`src/logic/mips_pkg.sv`:
```
package mips_pkg;

    ////////////////////
    // widths
    ////////////////////

    localparam int XLEN       = 32;
    localparam int REG_ADDR_W = 5;
    localparam int REG_COUNT  = 32;
    localparam int SHAMT_W    = 5;
    localparam int IMM_W      = 16;
    localparam int ALUOP_W    = 4;

    localparam logic [XLEN-1:0] RESET_PC = 32'hBFC0_0000;   // boot vector.
    localparam logic [XLEN-1:0] PC_STEP  = 32'd4;

    ////////////////////
    // opcodes and funct
    ////////////////////

    localparam logic [5:0] OP_SPECIAL = 6'h00;
    localparam logic [5:0] OP_ADDIU   = 6'h09;
    localparam logic [5:0] OP_SLTI    = 6'h0A;
    localparam logic [5:0] OP_ANDI    = 6'h0C;
    localparam logic [5:0] OP_ORI     = 6'h0D;
    localparam logic [5:0] OP_XORI    = 6'h0E;
    localparam logic [5:0] OP_LUI     = 6'h0F;

    localparam logic [5:0] FUNCT_SLL  = 6'h00;
    localparam logic [5:0] FUNCT_SRL  = 6'h02;
    localparam logic [5:0] FUNCT_SRA  = 6'h03;
    localparam logic [5:0] FUNCT_ADDU = 6'h21;
    localparam logic [5:0] FUNCT_SUBU = 6'h23;
    localparam logic [5:0] FUNCT_AND  = 6'h24;
    localparam logic [5:0] FUNCT_OR   = 6'h25;
    localparam logic [5:0] FUNCT_XOR  = 6'h26;
    localparam logic [5:0] FUNCT_NOR  = 6'h27;
    localparam logic [5:0] FUNCT_SLT  = 6'h2A;
    localparam logic [5:0] FUNCT_SLTU = 6'h2B;

    // alu operations.
    localparam logic [ALUOP_W-1:0] ALU_ADD  = 4'd0;
    localparam logic [ALUOP_W-1:0] ALU_SUB  = 4'd1;
    localparam logic [ALUOP_W-1:0] ALU_AND  = 4'd2;
    localparam logic [ALUOP_W-1:0] ALU_OR   = 4'd3;
    localparam logic [ALUOP_W-1:0] ALU_XOR  = 4'd4;
    localparam logic [ALUOP_W-1:0] ALU_NOR  = 4'd5;
    localparam logic [ALUOP_W-1:0] ALU_SLT  = 4'd6;
    localparam logic [ALUOP_W-1:0] ALU_SLTU = 4'd7;
    localparam logic [ALUOP_W-1:0] ALU_SLL  = 4'd8;
    localparam logic [ALUOP_W-1:0] ALU_SRL  = 4'd9;
    localparam logic [ALUOP_W-1:0] ALU_SRA  = 4'd10;

    // one instruction word, seen as R-format or I-format.
    typedef union packed {
        struct packed {
            logic [5:0]            opcode;
            logic [REG_ADDR_W-1:0] rs;
            logic [REG_ADDR_W-1:0] rt;
            logic [REG_ADDR_W-1:0] rd;
            logic [SHAMT_W-1:0]    shamt;
            logic [5:0]            funct;
        } r;
        struct packed {
            logic [5:0]            opcode;
            logic [REG_ADDR_W-1:0] rs;
            logic [REG_ADDR_W-1:0] rt;
            logic [IMM_W-1:0]      imm;
        } i;
    } instr_u;

endpackage

```
`src/logic/decode_exec_if.sv`:
```
`timescale 1ns/10ps

interface decode_exec_if;
    import mips_pkg::*;

    logic [XLEN-1:0]       pc;
    logic [ALUOP_W-1:0]    aluop;
    logic [XLEN-1:0]       operand_a;
    logic [XLEN-1:0]       operand_b;
    logic                  wr_en;      // low on a bubble.
    logic [REG_ADDR_W-1:0] wr_addr;

    modport decode (
        output pc, aluop, operand_a, operand_b, wr_en, wr_addr
    );

    modport execute (
        input pc, aluop, operand_a, operand_b, wr_en, wr_addr
    );

endinterface

```
`src/logic/exec_result_if.sv`:
```
`timescale 1ns/10ps

interface exec_result_if;
    import mips_pkg::*;

    logic [XLEN-1:0]       pc;
    logic                  wr_en;
    logic [REG_ADDR_W-1:0] wr_addr;
    logic [XLEN-1:0]       wr_data;

    modport execute (output pc, wr_en, wr_addr, wr_data);

    modport result (input pc, wr_en, wr_addr, wr_data);

    // forwarding path back to decode.
    modport bypass (input wr_en, wr_addr, wr_data);

endinterface

```
`src/logic/decode_stage.sv`:
```
`timescale 1ns/10ps

module decode_stage (
    input  logic                            clk,
    input  logic                            rst_n_i,
    input  mips_pkg::instr_u                instr_i,
    input  logic [mips_pkg::XLEN-1:0]       instr_pc_i,
    input  logic                            instr_valid_i,
    output logic [mips_pkg::REG_ADDR_W-1:0] rs_addr_o,
    output logic [mips_pkg::REG_ADDR_W-1:0] rt_addr_o,
    input  logic [mips_pkg::XLEN-1:0]       rs_data_i,
    input  logic [mips_pkg::XLEN-1:0]       rt_data_i,
    exec_result_if.bypass                   fwd,
    decode_exec_if.decode                   to_ex
);
    import mips_pkg::*;

    logic [XLEN-1:0]       rs_val;
    logic [XLEN-1:0]       rt_val;
    logic [XLEN-1:0]       imm_sext;
    logic [XLEN-1:0]       imm_zext;
    logic [XLEN-1:0]       imm_upper;
    logic [XLEN-1:0]       shamt_ext;
    logic [ALUOP_W-1:0]    aluop_d;
    logic [XLEN-1:0]       op_a_d;
    logic [XLEN-1:0]       op_b_d;
    logic [REG_ADDR_W-1:0] dest_d;
    logic                  known_d;

    assign rs_addr_o = instr_i.r.rs;
    assign rt_addr_o = instr_i.r.rt;

    // newest value comes from execute.
    assign rs_val = (fwd.wr_en && (fwd.wr_addr == instr_i.r.rs)) ? fwd.wr_data : rs_data_i;
    assign rt_val = (fwd.wr_en && (fwd.wr_addr == instr_i.r.rt)) ? fwd.wr_data : rt_data_i;

    assign imm_sext  = {{(XLEN-IMM_W){instr_i.i.imm[IMM_W-1]}}, instr_i.i.imm};
    assign imm_zext  = {{(XLEN-IMM_W){1'b0}}, instr_i.i.imm};
    assign imm_upper = {instr_i.i.imm, {(XLEN-IMM_W){1'b0}}};
    assign shamt_ext = {{(XLEN-SHAMT_W){1'b0}}, instr_i.r.shamt};

    ////////////////////
    // field decode
    ////////////////////

    always_comb begin
        aluop_d = ALU_ADD;
        op_a_d  = rs_val;
        op_b_d  = rt_val;
        dest_d  = instr_i.i.rt;  // I-type writes rt.
        known_d = 1'b1;
        case (instr_i.r.opcode)
            OP_SPECIAL: begin
                dest_d = instr_i.r.rd;
                case (instr_i.r.funct)
                    FUNCT_ADDU: aluop_d = ALU_ADD;
                    FUNCT_SUBU: aluop_d = ALU_SUB;
                    FUNCT_AND:  aluop_d = ALU_AND;
                    FUNCT_OR:   aluop_d = ALU_OR;
                    FUNCT_XOR:  aluop_d = ALU_XOR;
                    FUNCT_NOR:  aluop_d = ALU_NOR;
                    FUNCT_SLT:  aluop_d = ALU_SLT;
                    FUNCT_SLTU: aluop_d = ALU_SLTU;
                    FUNCT_SLL:  aluop_d = ALU_SLL;
                    FUNCT_SRL:  aluop_d = ALU_SRL;
                    FUNCT_SRA:  aluop_d = ALU_SRA;
                    default:    known_d = 1'b0;
                endcase
                if ((aluop_d == ALU_SLL) || (aluop_d == ALU_SRL) || (aluop_d == ALU_SRA)) begin
                    op_a_d = rt_val;  // shift rt by shamt.
                    op_b_d = shamt_ext;
                end
            end
            OP_ADDIU: op_b_d = imm_sext;
            OP_SLTI: begin
                aluop_d = ALU_SLT;
                op_b_d  = imm_sext;
            end
            OP_ANDI: begin
                aluop_d = ALU_AND;
                op_b_d  = imm_zext;
            end
            OP_ORI: begin
                aluop_d = ALU_OR;
                op_b_d  = imm_zext;
            end
            OP_XORI: begin
                aluop_d = ALU_XOR;
                op_b_d  = imm_zext;
            end
            OP_LUI: begin
                aluop_d = ALU_OR;
                op_a_d  = '0;
                op_b_d  = imm_upper;
            end
            default: known_d = 1'b0;
        endcase
    end

    ////////////////////
    // decode/execute reg
    ////////////////////

    always_ff @(posedge clk) begin
        if (!rst_n_i) begin
            to_ex.wr_en <= 1'b0;
        end else begin
            to_ex.wr_en <= instr_valid_i && known_d && (dest_d != '0);
        end
    end

    always_ff @(posedge clk) begin
        to_ex.pc        <= instr_pc_i;
        to_ex.aluop     <= aluop_d;
        to_ex.operand_a <= op_a_d;
        to_ex.operand_b <= op_b_d;
        to_ex.wr_addr   <= dest_d;
    end

endmodule

```
`src/logic/execute_stage.sv`:
```
`timescale 1ns/10ps

module execute_stage (
    decode_exec_if.execute from_id,
    exec_result_if.execute to_wb
);
    import mips_pkg::*;

    logic [XLEN-1:0]    alu_result;
    logic [SHAMT_W-1:0] sa;
    logic               lt_signed;
    logic               lt_unsigned;

    assign sa          = from_id.operand_b[SHAMT_W-1:0];  // low bits only.
    assign lt_signed   = $signed(from_id.operand_a) < $signed(from_id.operand_b);
    assign lt_unsigned = from_id.operand_a < from_id.operand_b;

    ////////////////////
    // alu
    ////////////////////

    always_comb begin
        case (from_id.aluop)
            ALU_ADD:  alu_result = from_id.operand_a + from_id.operand_b;  // wraps.
            ALU_SUB:  alu_result = from_id.operand_a - from_id.operand_b;
            ALU_AND:  alu_result = from_id.operand_a & from_id.operand_b;
            ALU_OR:   alu_result = from_id.operand_a | from_id.operand_b;
            ALU_XOR:  alu_result = from_id.operand_a ^ from_id.operand_b;
            ALU_NOR:  alu_result = ~(from_id.operand_a | from_id.operand_b);
            ALU_SLT:  alu_result = {{(XLEN-1){1'b0}}, lt_signed};
            ALU_SLTU: alu_result = {{(XLEN-1){1'b0}}, lt_unsigned};
            ALU_SLL:  alu_result = from_id.operand_a << sa;
            ALU_SRL:  alu_result = from_id.operand_a >> sa;
            ALU_SRA:  alu_result = $unsigned($signed(from_id.operand_a) >>> sa);
            default:  alu_result = '0;
        endcase
    end

    // write-back intent passes through.
    assign to_wb.pc      = from_id.pc;
    assign to_wb.wr_en   = from_id.wr_en;
    assign to_wb.wr_addr = from_id.wr_addr;
    assign to_wb.wr_data = alu_result;

endmodule

```
`src/logic/fetch_unit.sv`:
```
`timescale 1ns/10ps

module fetch_unit (
    input  logic                     clk,
    input  logic                     rst_n_i,
    input  logic                     inst_stall_i,
    input  logic [mips_pkg::XLEN-1:0] inst_sram_rdata_i,
    output logic [mips_pkg::XLEN-1:0] inst_sram_addr_o,
    output mips_pkg::instr_u          instr_o,
    output logic [mips_pkg::XLEN-1:0] instr_pc_o,
    output logic                      instr_valid_o
);
    import mips_pkg::*;

    logic [XLEN-1:0] pc_q;

    assign inst_sram_addr_o = pc_q;  // no translation.

    ////////////////////
    // pc and valid bit
    ////////////////////

    always_ff @(posedge clk) begin
        if (!rst_n_i) begin
            pc_q          <= RESET_PC;
            instr_valid_o <= 1'b0;
        end else if (inst_stall_i) begin
            instr_valid_o <= 1'b0;  // pc holds and a bubble enters.
        end else begin
            pc_q          <= pc_q + PC_STEP;
            instr_valid_o <= 1'b1;
        end
    end

    // word and its address.
    always_ff @(posedge clk) begin
        if (!inst_stall_i) begin
            instr_o    <= inst_sram_rdata_i;
            instr_pc_o <= pc_q;
        end
    end

endmodule

```
`src/logic/mips_top.sv`:
```
`timescale 1ns/10ps

module mips_top (
    input  logic                            clk,
    input  logic                            rst_n_i,
    output logic [mips_pkg::XLEN-1:0]       inst_sram_addr_o,
    input  logic [mips_pkg::XLEN-1:0]       inst_sram_rdata_i,
    input  logic                            inst_stall_i,
    output logic [mips_pkg::XLEN-1:0]       debug_wb_pc_o,
    output logic [3:0]                      debug_wb_wen_o,
    output logic [mips_pkg::REG_ADDR_W-1:0] debug_wb_num_o,
    output logic [mips_pkg::XLEN-1:0]       debug_wb_data_o
);
    import mips_pkg::*;

    instr_u                if_instr;
    logic [XLEN-1:0]       if_pc;
    logic                  if_valid;
    logic [REG_ADDR_W-1:0] rs_addr;
    logic [REG_ADDR_W-1:0] rt_addr;
    logic [XLEN-1:0]       rs_data;
    logic [XLEN-1:0]       rt_data;
    logic                  rf_wr_en;
    logic [REG_ADDR_W-1:0] rf_wr_addr;
    logic [XLEN-1:0]       rf_wr_data;

    decode_exec_if de_if ();
    exec_result_if er_if ();

    ////////////////////
    // pipeline
    ////////////////////

    fetch_unit u_fetch (
        .clk               (clk),
        .rst_n_i           (rst_n_i),
        .inst_stall_i      (inst_stall_i),
        .inst_sram_rdata_i (inst_sram_rdata_i),
        .inst_sram_addr_o  (inst_sram_addr_o),
        .instr_o           (if_instr),
        .instr_pc_o        (if_pc),
        .instr_valid_o     (if_valid)
    );

    decode_stage u_decode (
        .clk           (clk),
        .rst_n_i       (rst_n_i),
        .instr_i       (if_instr),
        .instr_pc_i    (if_pc),
        .instr_valid_i (if_valid),
        .rs_addr_o     (rs_addr),
        .rt_addr_o     (rt_addr),
        .rs_data_i     (rs_data),
        .rt_data_i     (rt_data),
        .fwd           (er_if.bypass),
        .to_ex         (de_if.decode)
    );

    execute_stage u_execute (
        .from_id (de_if.execute),
        .to_wb   (er_if.execute)
    );

    result_stage u_result (
        .clk             (clk),
        .rst_n_i         (rst_n_i),
        .from_ex         (er_if.result),
        .rf_wr_en_o      (rf_wr_en),
        .rf_wr_addr_o    (rf_wr_addr),
        .rf_wr_data_o    (rf_wr_data),
        .debug_wb_pc_o   (debug_wb_pc_o),
        .debug_wb_wen_o  (debug_wb_wen_o),
        .debug_wb_num_o  (debug_wb_num_o),
        .debug_wb_data_o (debug_wb_data_o)
    );

    reg_file u_reg_file (
        .clk       (clk),
        .rst_n_i   (rst_n_i),
        .rs_addr_i (rs_addr),
        .rt_addr_i (rt_addr),
        .rs_data_o (rs_data),
        .rt_data_o (rt_data),
        .wr_en_i   (rf_wr_en),
        .wr_addr_i (rf_wr_addr),
        .wr_data_i (rf_wr_data)
    );

endmodule

```
`src/logic/reg_file.sv`:
```
`timescale 1ns/10ps

module reg_file (
    input  logic                            clk,
    input  logic                            rst_n_i,
    input  logic [mips_pkg::REG_ADDR_W-1:0] rs_addr_i,
    input  logic [mips_pkg::REG_ADDR_W-1:0] rt_addr_i,
    output logic [mips_pkg::XLEN-1:0]       rs_data_o,
    output logic [mips_pkg::XLEN-1:0]       rt_data_o,
    input  logic                            wr_en_i,
    input  logic [mips_pkg::REG_ADDR_W-1:0] wr_addr_i,
    input  logic [mips_pkg::XLEN-1:0]       wr_data_i
);
    import mips_pkg::*;

    logic [XLEN-1:0] regs [REG_COUNT];
    logic            wr_live;

    assign wr_live = wr_en_i && (wr_addr_i != '0);  // r0 is never written.

    always_ff @(posedge clk) begin
        if (!rst_n_i) begin
            for (int i = 0; i < REG_COUNT; i++) begin
                regs[i] <= '0;
            end
        end else if (wr_live) begin
            regs[wr_addr_i] <= wr_data_i;
        end
    end

    ////////////////////
    // read ports
    ////////////////////

    // same-cycle write is passed straight through.
    assign rs_data_o = (rs_addr_i == '0)                    ? '0 :
                       (wr_live && (wr_addr_i == rs_addr_i)) ? wr_data_i :
                                                              regs[rs_addr_i];
    assign rt_data_o = (rt_addr_i == '0)                    ? '0 :
                       (wr_live && (wr_addr_i == rt_addr_i)) ? wr_data_i :
                                                              regs[rt_addr_i];

endmodule

```
`src/logic/result_stage.sv`:
```
`timescale 1ns/10ps

module result_stage (
    input  logic                            clk,
    input  logic                            rst_n_i,
    exec_result_if.result                   from_ex,
    output logic                            rf_wr_en_o,
    output logic [mips_pkg::REG_ADDR_W-1:0] rf_wr_addr_o,
    output logic [mips_pkg::XLEN-1:0]       rf_wr_data_o,
    output logic [mips_pkg::XLEN-1:0]       debug_wb_pc_o,
    output logic [3:0]                      debug_wb_wen_o,
    output logic [mips_pkg::REG_ADDR_W-1:0] debug_wb_num_o,
    output logic [mips_pkg::XLEN-1:0]       debug_wb_data_o
);
    import mips_pkg::*;

    logic                  wr_en_q;
    logic [XLEN-1:0]       pc_q;
    logic [REG_ADDR_W-1:0] wr_addr_q;
    logic [XLEN-1:0]       wr_data_q;

    always_ff @(posedge clk) begin
        if (!rst_n_i) begin
            wr_en_q <= 1'b0;
        end else begin
            wr_en_q <= from_ex.wr_en;
        end
    end

    always_ff @(posedge clk) begin
        pc_q      <= from_ex.pc;
        wr_addr_q <= from_ex.wr_addr;
        wr_data_q <= from_ex.wr_data;
    end

    assign rf_wr_en_o      = wr_en_q;
    assign rf_wr_addr_o    = wr_addr_q;
    assign rf_wr_data_o    = wr_data_q;

    // trace mirrors the register file write.
    assign debug_wb_pc_o   = pc_q;
    assign debug_wb_wen_o  = {4{wr_en_q}};
    assign debug_wb_num_o  = wr_addr_q;
    assign debug_wb_data_o = wr_data_q;

endmodule

```
`config.mk`:
```
export PLATFORM = sky130hd
export DESIGN_NAME = mips_top
export DESIGN_NICKNAME = d
export VERILOG_FILES = /design/src/logic/mips_pkg.sv /design/src/logic/decode_exec_if.sv /design/src/logic/exec_result_if.sv /design/src/logic/decode_stage.sv /design/src/logic/execute_stage.sv /design/src/logic/fetch_unit.sv /design/src/logic/mips_top.sv /design/src/logic/reg_file.sv /design/src/logic/result_stage.sv
export SDC_FILE = /design/constraint.sdc
export NUM_CORES = 2
export LEC_CHECK = 0
export ABC_CLOCK_PERIOD_IN_PS = 5400
export BUFFER_PORTS_ARGS = -buffer_cell sky130_fd_sc_hd__buf_2
export CORE_MARGIN = 2
export CORE_UTILIZATION = 50
export CTS_BUF_LIST = sky130_fd_sc_hd__clkbuf_8 sky130_fd_sc_hd__clkbuf_16
export CTS_CLUSTER_SIZE = 30
export DETAILED_ROUTE_END_ITERATION = 8
export PLACE_DENSITY = 0.66
export SLEW_MARGIN = 5
export SYNTH_ARGS = -nofsm -noshare
export SYNTH_HDL_FRONTEND = slang
export SYNTH_SLANG_ARGS = --single-unit
```
`constraint.sdc`:
```
create_clock -name clk -period 5.4 [get_ports clk]
set_clock_uncertainty 0.05 [all_clocks]
set_input_delay 0.54 -clock clk [delete_from_list [all_inputs] [get_ports clk]]
set_output_delay 0.54 -clock clk [all_outputs]
set_load 0.02 [all_outputs]
```
==> run_results.csv <==
group,metric,value,unit
finish,layout_commonest_cell,"edfxtp_1",
synthesis,synth_ff_type,"edfxtp_1",
finish,area_growth,11.74,%
floorplan,die_y,384.1,um
placement,numPortBuffers,135,
status,outcome,"completed",
global_route,grtUsageTotal,35.66,%
routing,dr_wl_met3,30760,um
finish,layout_common_cells,"edfxtp_1, and2_1, mux4_2",
routing,wl_met2,119100,um
sta,fmax,209.4,MHz
cts,clkSinkCount,1299,
cts,clk_latency,790,ps
flow_run,maxCapViolCount,0,
setup_path,critPathKind,"flip-flop to flip-flop",
global_route,overflow,0,
routing,top_layer_used,"met5",
pwr,p_leak,0.02967,uW
floorplan,rows,139,
synthesis,async_flop_share,0,%
cts,cts_buffers,141,
cts,clk_path_buf_depth,3,
global_route,antenna_found_initial,22,
sta,tightest_slew,1348,ps
synthesis,synth.avg_cell_area,13.57,sq um
routing,remaining_drc_errors,0,
setup_path,crit_arrival,5370,ps
synthesis,yosysUniqueCellTypes,87,
synthesis,synth_edf_count,1086,
synthesis,ys_seq_elements,1299,
finish,drive_above_1_share,24.96,%
finish,fillerInstances,11370,
setup_path,cp-start-kind,"flip-flop",
floorplan,die_w,384.1,um
sta,report.final.setup_viol,0,
global_route,grt_pass1_wl,371300,um
sta,rsz0062_at_grt,"false",
setup_path,crit_fanout,11,
sta,period_share,88.43,%
global_route,grt_start_max_net_pins,82,
synthesis,synth.yosys.warnings,0,
cts,cts_tree,"yes",
synthesis,synthCells,5324,
routing,wl_per_cell,35.47,um
cts,path_clk_slew,60,ps
sta,fin_tns_setup,0,ps
routing,drt-met1-wl,97520,um
hold_path,hp-class,"input port to flip-flop",
floorplan,core,0.1435,sq mm
routing,drt-initial-drc-count,7537,
floorplan,start_util,50.34,%
routing,num_vias,50730,
finish,regArea,0.03692,sq mm
sta,layout_min_cycle_time,4775,ps
setup_path,end_kind,"flip-flop",
floorplan,dieArea,0.1475,sq mm
finish,nNetsFinal,5518,
routing,first_pass_iters,6,
cts,root_buffer,"clkbuf_16",
cts,post-cts-setup-buffers,0,
global_route,grt_pass1_vias,49430,
synthesis,seq_area_frac_synth,51.05,%
pwr,cellPowerDensity,373.6,mW/mm^2
sta,hold_viol,0,
sta,slew_headroom,9.897,%
routing,postRouteWirelength,262900,um
finish,multi_input_area,0.03361,sq mm
sta,holdWs,123.6,ps
pwr,peakVddDrop,293.0,uV
setup_path,required,5990,ps
cts,ctsHtreeMaxLevel,4,
floorplan,boundaryPins,140,
placement,place_congestion,1.024,
routing,antenna_left,0,
placement,hpwlAfterDp,167400,um
routing,via_per_inst,6.844,
sta,slew_viol_final,0,
synthesis,syn_area,0.07223,sq mm
path summary, 6_finish.rpt:
kind,start,endpoint,slack [ps],cells past startpoint
setup / recovery,u_decode.to_ex.operand_a[7],u_decode.to_ex.operand_a[0],620,12
hold / removal,inst_stall_i,u_fetch.instr_valid_o,120,2
setup reg to reg,u_decode.to_ex.operand_a[7],u_decode.to_ex.operand_a[0],620,12
hold reg to reg,u_decode.to_ex.pc[23],u_result.debug_wb_pc_o[23],270,0
where the power goes:
part           total [uW]  switching (uW)  internal [uW]  leakage, uW
sequential          12200             817          11400       0.0129
clock                9380            4180           5210      0.00232
combinational        8530            5470           3060       0.0144
cells in the mapped netlist (20+ instances only):
cell type,number,share of area (%)
dfxtp_1,213,5.9
a221o_1,23,0.32
o21ai_0,187,1.3
nor2_1,258,1.3
nand3_1,40,0.28
o22ai_1,23,0.20
mux2_2,41,0.64
or3_1,20,0.17
a22oi_1,25,0.26
mux2i_1,127,1.8
nand2_1,226,1.2
edfxtp_1,1086,45
a21oi_1,151,1.0
inv_1,112,0.58
a221oi_1,29,0.35
buf_2,35,0.24
ha_1,103,1.8
xor2_1,31,0.38
clkbuf_1,389,2.0
buf_1,70,0.36
and2_1,1004,8.7
mux4_2,682,21
a211oi_1,60,0.62
nor3_1,31,0.21
o211ai_1,41,0.43
flip-flops by register name, indices dropped and copies added, names as in the netlist, 30 cells and up, named ones only:
name and flops:
u_result.debug_wb_data_o 32, u_fetch.instr_pc_o 30, u_result.debug_wb_pc_o 30, u_decode.to_ex.operand_b 32, u_reg_file.regs 1024, u_decode.to_ex.pc 30
u_decode.to_ex.operand_a 32, u_fetch.instr_o 32, u_fetch.inst_sram_addr_o 30
cells by family after synthesis:
group / after synthesis / share of synthesized area [%]
AOI/OAI and AO/OA: 709 / 6.534
xor gates and xnor gates: 47 / 0.5699
adders and majority gates: 105 / 1.840
buffers and inverters: 628 / 3.445
DFF: 1299 / 51.05
muxes: 850 / 23.66
other: 1 / 0.005192
and+or+nand+nor: 1685 / 12.89
worst max-delay path, stage by stage (launching register included):
cell       delay [ps]
dfxtp_1           560
inv_1             100
ha_1              450
nor3_1            300
nand3b_1          190
a211oi_1          620
o31ai_1           230
a21oi_1           490
o22ai_1           230
o31ai_1           450
a2111oi_0         250
a211o_1           310
a221o_1           400
per-stage QoR:
step	utilization [%]	area, sq um	setup slack (ps)	std cells	power (uW)
global placement	52.93	75940	909.8	7106	20630
global route	56.22	80670	487.8	7396	31020
finish	56.25	80710	624.6	7413	30150
floorplan	-	72360	973.4	5359	17570
CTS	56.21	80660	777.7	7392	29920
detailed placement	52.93	75940	782.5	7106	20650
final cells by class:
cell class / count / area share, %
diodes: 21 / 0.06511
clock buffers: 152 / 4.601
clock inverters: 102 / 0.8480
inverters: 114 / 0.5317
multi-input cells: 3432 / 41.64
flip-flops and latches: 1299 / 45.74
well taps: 1903 / 2.950
repair buffers: 390 / 3.621
per-layer routing:
metal  up-vias  track usage [%]
met4        10            18.27
met2      3590            54.38
met3       728            8.286
met1     25940            48.03
met5         -                0
li1      20460                -
timing repair:
item / CTS / global route
hold buffers: 32 / 0
hold endpoints to repair: 42 / 0
gates resized for setup: 0 / 0
(Power assumes the default switching activity.)
